===== src/upd_periph_pkg.sv =====
//////////////////////////////////////////////////////////////////////
// Shared types and constants of the uPD7800 peripheral block
// Register addresses are 4 bits and all data paths are 8 bits wide
// Interrupt index n is also MK bit n and its priority rank
//////////////////////////////////////////////////////////////////////

package upd_periph_pkg;

  // Special register map
  typedef enum logic [3:0] {
    PA     = 4'd0,
    PB     = 4'd1,
    PC     = 4'd2,
    MK     = 4'd3,
    MB     = 4'd4,
    MC     = 4'd5,
    TM0    = 4'd6,
    TM1    = 4'd7,
    IE     = 4'd8,
    INTACK = 4'd9,
    STM    = 4'd10
  } e_spr;

  // Interrupt sources, highest priority first
  typedef enum logic [1:0] {
    INT0 = 2'd0,
    INTT = 2'd1,
    INT1 = 2'd2,
    INT2 = 2'd3
  } e_int_idx;

  localparam int N_INT = 4;

  // Vector addresses returned on acknowledge
  localparam logic [7:0] VEC_INT0 = 8'h04;
  localparam logic [7:0] VEC_INTT = 8'h08;
  localparam logic [7:0] VEC_INT1 = 8'h10;
  localparam logic [7:0] VEC_INT2 = 8'h20;

  localparam logic [7:0] MK_RESET   = 8'hFF;
  localparam logic [7:0] MODE_RESET = 8'hFF;

  typedef struct packed {
    logic       psel;
    logic       penable;
    logic       pwrite;
    logic [3:0] paddr;
    logic [7:0] pwdata;
  } apb_req_t;

  typedef struct packed {
    logic [7:0] prdata;
    logic       pready;
  } apb_rsp_t;

  // Write committed at the end of this cycle
  typedef struct packed {
    logic       wr;
    logic [3:0] addr;
    logic [7:0] data;
  } reg_wr_t;

  typedef struct packed {
    logic [7:0] pa_o;
    logic [7:0] pb_o;
    logic [7:0] pb_oe;
    logic [7:0] pc_o;
    logic [7:0] pc_oe;
  } port_pins_t;

endpackage


===== src/upd_apb_regs.sv =====
//////////////////////////////////////////////////////////////////////
// APB slave of the peripheral block, no wait states, no PSLVERR
// MB, MC and STM are write-only and read back as zero
// Timer read-back assumes 8 < TM_WIDTH <= 16
//////////////////////////////////////////////////////////////////////
`timescale 1ns/1ps

module upd_apb_regs #(
  parameter int TM_WIDTH = 12
) (
  input  logic                     CLK,
  input  logic                     rst_n,
  input  upd_periph_pkg::apb_req_t apb_req,
  output upd_periph_pkg::apb_rsp_t apb_rsp,
  output upd_periph_pkg::reg_wr_t  wr,
  output logic                     int_ack,
  output logic [7:0]               mk,
  output logic                     ie,
  input  logic [2:0][7:0]          port_rd,
  input  logic [TM_WIDTH-1:0]      tm_rd,
  input  logic [7:0]               vector
);

  logic                 access;
  logic                 rd_access;
  logic [15:0]          tm_ext;
  upd_periph_pkg::e_spr sel;

  //////////////////////////////////////////////////////////////////////
  // Access qualification

  // Access phase is always a single cycle
  assign access    = apb_req.psel & apb_req.penable;
  assign rd_access = access & ~apb_req.pwrite;
  assign sel       = upd_periph_pkg::e_spr'(apb_req.paddr);

  // Write strobe to all units, effect lands on the closing edge
  assign wr.wr   = access & apb_req.pwrite;
  assign wr.addr = apb_req.paddr;
  assign wr.data = apb_req.pwdata;

  // Reading INTACK retires the highest pending source
  assign int_ack = rd_access & (sel == upd_periph_pkg::INTACK);

  assign apb_rsp.pready = 1'b1;

  //////////////////////////////////////////////////////////////////////
  // Interrupt mask and enable

  always_ff @(posedge CLK or negedge rst_n) begin
    if (!rst_n) begin
      mk <= upd_periph_pkg::MK_RESET;
      ie <= 1'b0;
    end else if (wr.wr) begin
      if (sel == upd_periph_pkg::MK) begin
        mk <= wr.data;
      end
      if (sel == upd_periph_pkg::IE) begin
        ie <= wr.data[0];
      end
    end
  end

  //////////////////////////////////////////////////////////////////////
  // Read data

  // Upper reload bits read with zeros above them
  assign tm_ext = 16'(tm_rd);

  always_comb begin
    case (sel)
      upd_periph_pkg::PA: begin
        apb_rsp.prdata = port_rd[upd_periph_pkg::PA];
      end
      upd_periph_pkg::PB: begin
        apb_rsp.prdata = port_rd[upd_periph_pkg::PB];
      end
      upd_periph_pkg::PC: begin
        apb_rsp.prdata = port_rd[upd_periph_pkg::PC];
      end
      upd_periph_pkg::MK: begin
        apb_rsp.prdata = mk;
      end
      upd_periph_pkg::TM0: begin
        apb_rsp.prdata = tm_ext[7:0];
      end
      upd_periph_pkg::TM1: begin
        apb_rsp.prdata = tm_ext[15:8];
      end
      upd_periph_pkg::IE: begin
        apb_rsp.prdata = {7'b0, ie};
      end
      upd_periph_pkg::INTACK: begin
        apb_rsp.prdata = vector;
      end
      default: begin
        apb_rsp.prdata = 8'h00;
      end
    endcase
  end

endmodule


===== src/upd_int_ctrl.sv =====
//////////////////////////////////////////////////////////////////////
// Interrupt unit with INT0 level, INT1/INT2 edge filters and timer
// Edge filters need three high samples after a low one
// INT2 polarity follows MK bit 5, set means rising edge
//////////////////////////////////////////////////////////////////////
`timescale 1ns/1ps

module upd_int_ctrl (
  input  logic       CLK,
  input  logic       rst_n,
  input  logic       int0,
  input  logic       int1,
  input  logic       int2,
  input  logic       tm_uf,
  input  logic [7:0] mk,
  input  logic       ie,
  input  logic       int_ack,
  output logic       irq,
  output logic [7:0] vector
);

  logic [3:0]                       shift1;
  logic [3:0]                       shift2;
  logic [upd_periph_pkg::N_INT-1:0] pend;
  logic [upd_periph_pkg::N_INT-1:0] pend_set;
  logic [upd_periph_pkg::N_INT-1:0] pend_clr;
  logic [upd_periph_pkg::N_INT-1:0] active;
  logic [upd_periph_pkg::N_INT-1:0] grant;
  upd_periph_pkg::e_int_idx         top_idx;

  //////////////////////////////////////////////////////////////////////
  // Input sampling

  always_ff @(posedge CLK or negedge rst_n) begin
    if (!rst_n) begin
      shift1 <= 4'b0;
      shift2 <= 4'b0;
    end else begin
      shift1 <= {shift1[2:0], int1};
      shift2 <= {shift2[2:0], int2 ^ ~mk[5]};
    end
  end

  always_comb begin
    pend_set = '0;
    // INT0 is level sensed, re-arms a cycle after an acknowledge
    pend_set[upd_periph_pkg::INT0] = int0 & ~pend[upd_periph_pkg::INT0];
    pend_set[upd_periph_pkg::INTT] = tm_uf;
    pend_set[upd_periph_pkg::INT1] = (shift1 == 4'b0111);
    pend_set[upd_periph_pkg::INT2] = (shift2 == 4'b0111);
  end

  always_comb begin
    pend_clr = '0;
    pend_clr[upd_periph_pkg::INT0] = ~int0;
    if (int_ack) begin
      pend_clr = pend_clr | grant;
    end
  end

  // Pending flags, a new request wins over a clear
  always_ff @(posedge CLK or negedge rst_n) begin
    if (!rst_n) begin
      pend <= '0;
    end else begin
      pend <= (pend & ~pend_clr) | pend_set;
    end
  end

  //////////////////////////////////////////////////////////////////////
  // Masking and priority

  assign active = pend & ~mk[upd_periph_pkg::N_INT-1:0] & {upd_periph_pkg::N_INT{ie}};
  assign irq    = |active;

  // Lowest index wins
  always_comb begin
    grant   = '0;
    top_idx = upd_periph_pkg::INT0;
    for (int i = upd_periph_pkg::N_INT - 1; i >= 0; i--) begin
      if (active[i]) begin
        grant    = '0;
        grant[i] = 1'b1;
        top_idx  = upd_periph_pkg::e_int_idx'(i);
      end
    end
  end

  always_comb begin
    if (!irq) begin
      vector = 8'h00;
    end else begin
      case (top_idx)
        upd_periph_pkg::INT0: vector = upd_periph_pkg::VEC_INT0;
        upd_periph_pkg::INTT: vector = upd_periph_pkg::VEC_INTT;
        upd_periph_pkg::INT1: vector = upd_periph_pkg::VEC_INT1;
        upd_periph_pkg::INT2: vector = upd_periph_pkg::VEC_INT2;
        default:              vector = 8'h00;
      endcase
    end
  end

endmodule


===== src/upd_timer.sv =====
//////////////////////////////////////////////////////////////////////
// Interval timer, prescaler and down counter in one register
// Underflow period is (reload + 1) << PRESCALE_BITS cycles
// Needs 8 < TM_WIDTH <= 16 and PRESCALE_BITS >= 1
//////////////////////////////////////////////////////////////////////
`timescale 1ns/1ps

module upd_timer #(
  parameter int TM_WIDTH      = 12,
  parameter int PRESCALE_BITS = 3
) (
  input  logic                    CLK,
  input  logic                    rst_n,
  input  upd_periph_pkg::reg_wr_t wr,
  output logic [TM_WIDTH-1:0]     tm_rd,
  output logic                    tm_uf
);

  localparam int CW = TM_WIDTH + PRESCALE_BITS;

  logic [TM_WIDTH-1:0] tm_reload;
  logic [15:0]         tm_next;
  logic [CW-1:0]       tc;
  logic                tm_wr;
  logic                stm_wr;

  assign tm_wr  = wr.wr & ((wr.addr == upd_periph_pkg::TM0) | (wr.addr == upd_periph_pkg::TM1));
  assign stm_wr = wr.wr & (wr.addr == upd_periph_pkg::STM);

  // TM0 holds the low byte, TM1 the rest
  always_comb begin
    tm_next = 16'(tm_reload);
    if (wr.addr == upd_periph_pkg::TM0) begin
      tm_next[7:0] = wr.data;
    end else begin
      tm_next[15:8] = wr.data;
    end
  end

  always_ff @(posedge CLK or negedge rst_n) begin
    if (!rst_n) begin
      tm_reload <= '1;
    end else if (tm_wr) begin
      tm_reload <= tm_next[TM_WIDTH-1:0];
    end
  end

  assign tm_rd = tm_reload;
  assign tm_uf = ~|tc;

  // Low bits are the prescaler, restarted on every reload
  always_ff @(posedge CLK or negedge rst_n) begin
    if (!rst_n) begin
      tc <= '1;
    end else if (tm_uf | stm_wr) begin
      tc <= {tm_reload, {PRESCALE_BITS{1'b1}}};
    end else begin
      tc <= tc - 1'b1;
    end
  end

endmodule


===== src/upd_ports.sv =====
//////////////////////////////////////////////////////////////////////
// Parallel ports A, B and C with mode registers MB and MC
// A mode bit of 1 makes the pin an input
// PC bits 6 to 2 always drive, masked by MC where it is set
//////////////////////////////////////////////////////////////////////
`timescale 1ns/1ps

module upd_ports (
  input  logic                       CLK,
  input  logic                       rst_n,
  input  upd_periph_pkg::reg_wr_t    wr,
  input  logic [7:0]                 pb_i,
  input  logic [7:0]                 pc_i,
  output upd_periph_pkg::port_pins_t pins,
  output logic [2:0][7:0]            port_rd
);

  logic [7:0] pa;
  logic [7:0] pb;
  logic [7:0] pc;
  logic [7:0] mb;
  logic [7:0] mc;
  logic [7:0] pb_oe;
  logic [7:0] pc_oe;

  always_ff @(posedge CLK or negedge rst_n) begin
    if (!rst_n) begin
      pa <= 8'h00;
      pb <= 8'h00;
      pc <= 8'h00;
      mb <= upd_periph_pkg::MODE_RESET;
      mc <= upd_periph_pkg::MODE_RESET;
    end else if (wr.wr) begin
      case (upd_periph_pkg::e_spr'(wr.addr))
        upd_periph_pkg::PA: pa <= wr.data;
        upd_periph_pkg::PB: pb <= wr.data;
        upd_periph_pkg::PC: pc <= wr.data;
        upd_periph_pkg::MB: mb <= wr.data;
        upd_periph_pkg::MC: mc <= wr.data;
        default: ;
      endcase
    end
  end

  assign pb_oe = ~mb;
  assign pc_oe = {~mc[7], 5'b11111, ~mc[1:0]};

  assign pins.pa_o  = pa;
  assign pins.pb_o  = pb;
  assign pins.pb_oe = pb_oe;
  assign pins.pc_o  = pc & ~mc;
  assign pins.pc_oe = pc_oe;

  // Driven bits read the register, the others read the pin
  assign port_rd[upd_periph_pkg::PA] = pa;
  assign port_rd[upd_periph_pkg::PB] = (pb & pb_oe) | (pb_i & ~pb_oe);
  assign port_rd[upd_periph_pkg::PC] = (pc & pc_oe) | (pc_i & ~pc_oe);

endmodule


===== src/upd_periph_top.sv =====
//////////////////////////////////////////////////////////////////////
// uPD7800 peripheral block behind an APB slave
// Single clock, writes take effect two cycles after psel rises
//////////////////////////////////////////////////////////////////////
`timescale 1ns/1ps

module upd_periph_top #(
  parameter int TM_WIDTH      = 12,
  parameter int PRESCALE_BITS = 3
) (
  input  logic                       CLK,
  input  logic                       rst_n,
  input  upd_periph_pkg::apb_req_t   apb_req,
  output upd_periph_pkg::apb_rsp_t   apb_rsp,
  input  logic                       int0,
  input  logic                       int1,
  input  logic                       int2,
  output logic                       irq,
  input  logic [7:0]                 pb_i,
  input  logic [7:0]                 pc_i,
  output upd_periph_pkg::port_pins_t pins
);

  upd_periph_pkg::reg_wr_t wr;
  logic                    int_ack;
  logic [7:0]              mk;
  logic                    ie;
  logic [2:0][7:0]         port_rd;
  logic [TM_WIDTH-1:0]     tm_rd;
  logic [7:0]              vector;
  logic                    tm_uf;

  upd_apb_regs #(
    .TM_WIDTH(TM_WIDTH)
  ) u_regs (
    .CLK    (CLK),
    .rst_n  (rst_n),
    .apb_req(apb_req),
    .apb_rsp(apb_rsp),
    .wr     (wr),
    .int_ack(int_ack),
    .mk     (mk),
    .ie     (ie),
    .port_rd(port_rd),
    .tm_rd  (tm_rd),
    .vector (vector)
  );

  upd_int_ctrl u_int (
    .CLK    (CLK),
    .rst_n  (rst_n),
    .int0   (int0),
    .int1   (int1),
    .int2   (int2),
    .tm_uf  (tm_uf),
    .mk     (mk),
    .ie     (ie),
    .int_ack(int_ack),
    .irq    (irq),
    .vector (vector)
  );

  upd_timer #(
    .TM_WIDTH     (TM_WIDTH),
    .PRESCALE_BITS(PRESCALE_BITS)
  ) u_timer (
    .CLK  (CLK),
    .rst_n(rst_n),
    .wr   (wr),
    .tm_rd(tm_rd),
    .tm_uf(tm_uf)
  );

  upd_ports u_ports (
    .CLK    (CLK),
    .rst_n  (rst_n),
    .wr     (wr),
    .pb_i   (pb_i),
    .pc_i   (pc_i),
    .pins   (pins),
    .port_rd(port_rd)
  );

endmodule


===== config.mk =====
export PLATFORM = sky130hd
export DESIGN_NAME = upd_periph_top
export DESIGN_NICKNAME = d
export VERILOG_FILES = /design/src/upd_periph_pkg.sv /design/src/upd_apb_regs.sv /design/src/upd_int_ctrl.sv /design/src/upd_timer.sv /design/src/upd_ports.sv /design/src/upd_periph_top.sv
export SDC_FILE = /design/constraint.sdc
export NUM_CORES = 1
export LEC_CHECK = 0
export CAP_MARGIN = 30
export CORE_UTILIZATION = 45
export CTS_BUF_LIST = sky130_fd_sc_hd__clkbuf_4
export DETAILED_ROUTE_END_ITERATION = 8
export DONT_BUFFER_PORTS = 1
export SLEW_MARGIN = 10
export SYNTH_ARGS = -nofsm -noshare
export SYNTH_HDL_FRONTEND = slang
export SYNTH_SLANG_ARGS = --single-unit

===== constraint.sdc =====
create_clock -name CLK -period 3.1 [get_ports CLK]
set_clock_uncertainty 0.2 [all_clocks]
set_input_delay 0.31 -clock CLK [delete_from_list [all_inputs] [get_ports CLK]]
set_output_delay 0.31 -clock CLK [all_outputs]
set_load 0.05 [all_outputs]

==> Yosys cells after proc, flatten, opt, wreduce, memory -nomap -nowiden <==
Index checks and enable logic that the tools add are counted.
{ "op_classes": {"add_sub_neg": 1, "mux": 13, "n_bitwise": 35, "reduce_logical": 14, "n_eq_ne": 15} }
{ "ops": {"columns": ["operator", "count"], "rows": [
  ["8-bit one-hot mux with 8 select lines", 1],
  ["8-bit bitwise AND", 5],
  ["8-bit inverter", 4],
  ["8-bit one-hot mux with 4 select lines", 1],
  ["4-bit by 3-bit equality test with 1-bit output (second input constant)", 6],
  ["4-bit two-way mux", 5],
  ["2-bit AND reduction", 9],
  ["8-bit bitwise OR", 2],
  ["15-bit two-way mux", 1],
  ["15-bit OR reduction", 1],
  ["15-bit by 1-bit subtractor with 15-bit output (second input constant)", 1],
  ["4-bit bitwise AND", 3],
  ["4-bit equality test (second input constant)", 3],
  ["4-bit by 2-bit equality test with 1-bit output (second input constant)", 2],
  ["2-bit two-way mux", 4],
  ["8-bit two-way mux", 1],
  ["4-bit inverter", 2],
  ["1-bit bitwise AND", 7],
  ["1-bit inverter", 6],
  ["2-bit equality test (second input constant)", 2],
  ["4-bit by 1-bit equality test with 1-bit output (second input constant)", 1],
  ["4-bit logical NOT", 1],
  ["1-bit by 4-bit bitwise OR with 4-bit output", 1],
  ["4-bit bitwise OR", 1],
  ["7 further kinds", 8]
]} }
{ "totals": {"elab_cells": 91, "ff_bits": 88, "out_inout_bits": 50, "inputBits": 36} }

==> Depth between registers and ports, before layout <==
{ "depth": {"depth_word": 12, "ltp_mapped": 7, "ltp_nobuf": 6} }

==> Hierarchy <==
From an unflattened synthesis, not the netlist that was laid out.
{ "unflattened": {"hier_cells": 386, "area_unflattened_um2": 4822.1} }
{ "modules_own_cells": {"columns": ["module", "cells_per_inst", "instances", "area_per_inst_um2", "seq_area_each_um2"], "rows": [
  ["upd_ports", 138, 1, 1915.6, 1021.0],
  ["upd_timer", 108, 1, 1382.6, 709.4],
  ["upd_apb_regs", 98, 1, 1007.2, 235.2],
  ["upd_int_ctrl", 42, 1, 516.7, 300.3]
]} }

==> Worst setup path before layout <==
Ideal clock, no wire load.
{ "synth_path": {"kind": "input -> output", "from": "input port apb_req[9] (netlist name)", "to": "output port apb_rsp[3] (netlist name)", "n_path_buf": 2, "path_stages": 6, "arrival_ns": 2.198, "required_ns": 2.590, "path_slack_ns": 0.392, "cell_sequence": "buf_2 -> buf_2 -> nor2_1 -> a22oi_1 -> o22a_1 -> o21ai_0"} }
{ "synth_lines": {"columns": ["item", "line", "source"], "rows": [
  ["start, declared", "upd_periph_top.sv:13", "input upd_periph_pkg::apb_req_t apb_req,"],
  ["end, declared", "upd_periph_top.sv:14", "output upd_periph_pkg::apb_rsp_t apb_rsp,"]
]} }

==> PnR_summary.wiki <==
{| class="wikitable"
! Metric !! Value
|-
| Run status || finished, final reports clean
|-
| Max Clk Rate || 344.1 MHz
|-
| Hold-critical path depth || 4
|-
| Input/output buffers || 0
|-
| Half-perimeter wire length after detailed placement || about 6.9 mm
|-
| Number of gates resized after cts || 0
|-
| Aggregate negative setup slack || 0 ns
|-
| Crit path capture type || output pin
|-
| Final max-slew violation count || 0
|-
| Leading area contributor after synthesis || sky130_fd_sc_hd__dfstp_2
|-
| WP data required || 2.59 ns
|-
| First-pass GRT wire length || 15.89 mm
|-
| Category of the worst setup path launch point || flip-flop
|-
| #FFs+latches synth || 88
|-
| Boundary Pins || 86
|-
| Initial standard-cell utilization of the core || a little under half
|-
| Setup-failing EPs final || 0
|-
| Number of hold buffers added after CTS || 20
|-
| Maximum fanout encountered on the critical timing path || 4
|-
| Placement Rows || 36
|-
| Number of antenna violations at the first check in global routing || 0
|-
| Power Density || 665.2 nW/µm²
|-
| Final routed DRC violation total || 0
|-
| Reg2reg start || u_timer.tc[0]
|-
| Cts bufs inserted || 9
|-
| Mean instance size in the synthesized netlist || 12.68 µm²
|-
| Most frequent cells after synthesis || sky130_fd_sc_hd__mux2_2, sky130_fd_sc_hd__dfstp_2, sky130_fd_sc_hd__dfrtp_1
|-
| Die Height || 102.2 µm
|-
| Routability-driven placement congestion ratio || 0.8367
|-
| Cell area after technology mapping || about 4500 µm²
|-
| Proportion of register bits with asynchronous set or reset after synthesis || 100.0%
|-
| Number of clock sinks || 88
|-
| Total number of H-tree levels || 3
|-
| DR iter-0 viols || 146
|-
| Leakage power total || 0.002040 µW
|-
| Worst-Skew Late Latency || 0.44 ns
|-
| Worst vdd rail ir drop || 0.0003574 V
|-
| WHS || 0.03991 ns
|-
| Worst rel slew slack || 33.23%
|-
| Transition time at the pin with the least slew margin || roughly 1 ns
|-
| CTS clk-pin slew, worst paths || 0.13 ns
|-
| Worst min-delay path category || in -> reg
|-
| # Post-CTS Setup Buffers || 0
|-
| Routed Wire Length || 9.988 mm
|-
| Area share of the largest cell type after synthesis || 29.68%
|-
| Maximum number of pins on one net before global-route repair || 89
|-
| Die Wd || 102.2 µm
|-
| CTS root buf || sky130_fd_sc_hd__clkbuf_4
|-
| Mapped Cells || roughly 360
|-
| Max Cap Viol || 0
|-
| Via density || 5.434
|-
| Warnings from Yosys || 0
|-
| Total inserted antenna cells || 0
|-
| Post-route minimum period || about 2.9 ns
|-
| Area added between synthesis and finish || 9.643%
|-
| Terminating pin of the worst hold path || u_int.pend[3]
|-
| Area post-placement || 4579 µm²
|-
| Register-to-Register Path Depth || 6
|-
| Drt pass-1 iters || 4
|-
| Critical Setup Path Class || reg -> out
|-
| Core footprint || between 9000 and 10000 µm²
|-
| TritonCTS clock tree || yes
|-
| Biggest area contributors in the synthesized netlist || sky130_fd_sc_hd__dfstp_2, sky130_fd_sc_hd__dfrtp_1, sky130_fd_sc_hd__mux2_2, sky130_fd_sc_hd__mux2_4, sky130_fd_sc_hd__mux2i_1
|-
| Number of buffers on the longest clock path || 2
|-
| Flop2flop setup slack || 0.91 ns
|-
| Worst flop-to-flop path endpoint || u_timer.tc[3]
|-
| Post-route standard cell area excluding fillers || 4951 µm²
|-
| Layout cell share with drive strength beyond 1 || between 40% and 50%
|-
| Hold violation count in the final report || 0
|-
| Data arrival time at the worst-slack endpoint || 2.40 ns
|-
| Number of global-route vias before repair || 2901
|-
| Total GRT Usage || 20.86%
|-
| Cell with the most instances after synthesis || sky130_fd_sc_hd__mux2_2
|-
| Grt ovf || 0
|-
| Number of flops mapped to enable cells by yosys || 0
|-
| Final critical-path share of the clock period || 93.74%
|-
| Main flop type after synthesis || sky130_fd_sc_hd__dfstp_2
|-
| Area enclosed by the die boundary || 10440 µm²
|-
| Final #Nets || 410
|-
| Number of antenna-violating nets in the routed design || 0
|-
| Worst min-delay path startpoint || apb_req[13]
|-
| Fraction of the yosys area taken by sequential cells || 50.18%
|-
| Number of library cell types mapped by synthesis || 62
|-
| Setup repair after global routing missed its margin || false
|-
| Detail-routed net length per standard cell || 19.55 µm
|-
| Total via count after detailed routing || about 2.8k
|}
-- per-layer routing --
metal / global-route usage (%) / up-vias / part of all wire (%)
li1: - / 1304 / -
met1: 28.33 / 1390 / 45
met2: 32.47 / 71 / 47
met3: 4.856 / 12 / 5.4
met4: 8.022 / 0 / 1.7
met5: 0 / - / 0
-- cell families after synthesis --
logic type | share of synthesized area (%)
AO/OA/AOI/OAI | 6.069
XOR/XNOR | 2.328
adder cells (fa/ha/maj) | 0.2770
buffers and inverters | 5.098
flip-flops | 50.18
multiplexers | 21.78
other | 0.08305
AND/OR/NAND/NOR | 14.19
-- critical path, stage by stage, from the launching register on --
cell                       delay (ns)
sky130_fd_sc_hd__dfstp_2         0.41
sky130_fd_sc_hd__nor2b_1         0.76
sky130_fd_sc_hd__a21oi_1         0.16
sky130_fd_sc_hd__o21ai_0         0.20
sky130_fd_sc_hd__a2111o_1        0.43
-- area by class of cell --
| cell class | instances | area, µm² |
|---|---|---|
| Inverter | 15 | 56.30 |
| Clock buffer | 9 | 67.56 |
| Sequential cell | 88 | 2266 |
| Fill cell | 861 | 4778 |
| Tap cell | 133 | 166.4 |
| Clock inverter | 7 | 86.33 |
| Multi-Input combinational cell | 233 | 2046 |
| Timing Repair Buffer | 26 | 262.8 |
-- worst max path at each step --
| stage | end | cells after the start | slack (ns) | from |
|---|---|---|---|---|
| after floorplan | apb_rsp[3] | 6 | 0.39 | apb_req[9] |
| after global placement | apb_rsp[2] | 4 | 0.67 | u_ports.mc[1] |
| after detailed placement | apb_rsp[2] | 4 | 0.65 | u_ports.mc[1] |
| after CTS | apb_rsp[2] | 4 | 0.13 | u_ports.mc[1] |
| after global routing | apb_rsp[2] | 4 | 0.06 | u_ports.mc[1] |
| final | apb_rsp[2] | 4 | 0.19 | u_ports.mc[1] |
-- placed cells by master (no fill, tap or decap), drive strengths merged, types with 6 or more instances in the layout --
master,n
buf,7
nor2,15
nor3,7
a21oi,6
dfrtp,37
dfstp,51
nand2,16
inv,15
nor2b,10
o21ai,8
conb,6
nand4,6
mux2i,12
or3,7
nand2b,6
xnor2,9
clkbuf,9
dlygate4sd3,19
mux2,72
-- sequential cells by signal, summed over array words and instances (netlist names) --
| signal | count |
|---|---|
| u_int.pend | 4 |
| u_int.shift1 | 4 |
| u_int.shift2 | 4 |
| u_ports.mb | 8 |
| u_ports.mc | 8 |
| u_ports.pa | 8 |
| u_ports.pb | 8 |
| u_ports.pc | 8 |
| u_regs.ie | 1 |
| u_regs.mk | 8 |
| u_timer.tc | 15 |
| u_timer.tm_rd | 12 |
-- per-stage QoR --
step                setup WS (ns)  power (µW)  std cells  util [%]
global route              0.06020        3465        511     50.89
detailed placement         0.6544        2559        475     47.07
CTS                        0.1309        3326        511     50.89
finish                     0.1941        3293        511     50.89
floorplan                  0.3924        2450        361         -
global placement           0.6697        2531        474     46.99
-- power breakdown --
part           internal [µW]  switching [µW]
sequential              1480             313
clock                    320             379
combinational            363             439
Power figures use the tool's default switching activity.
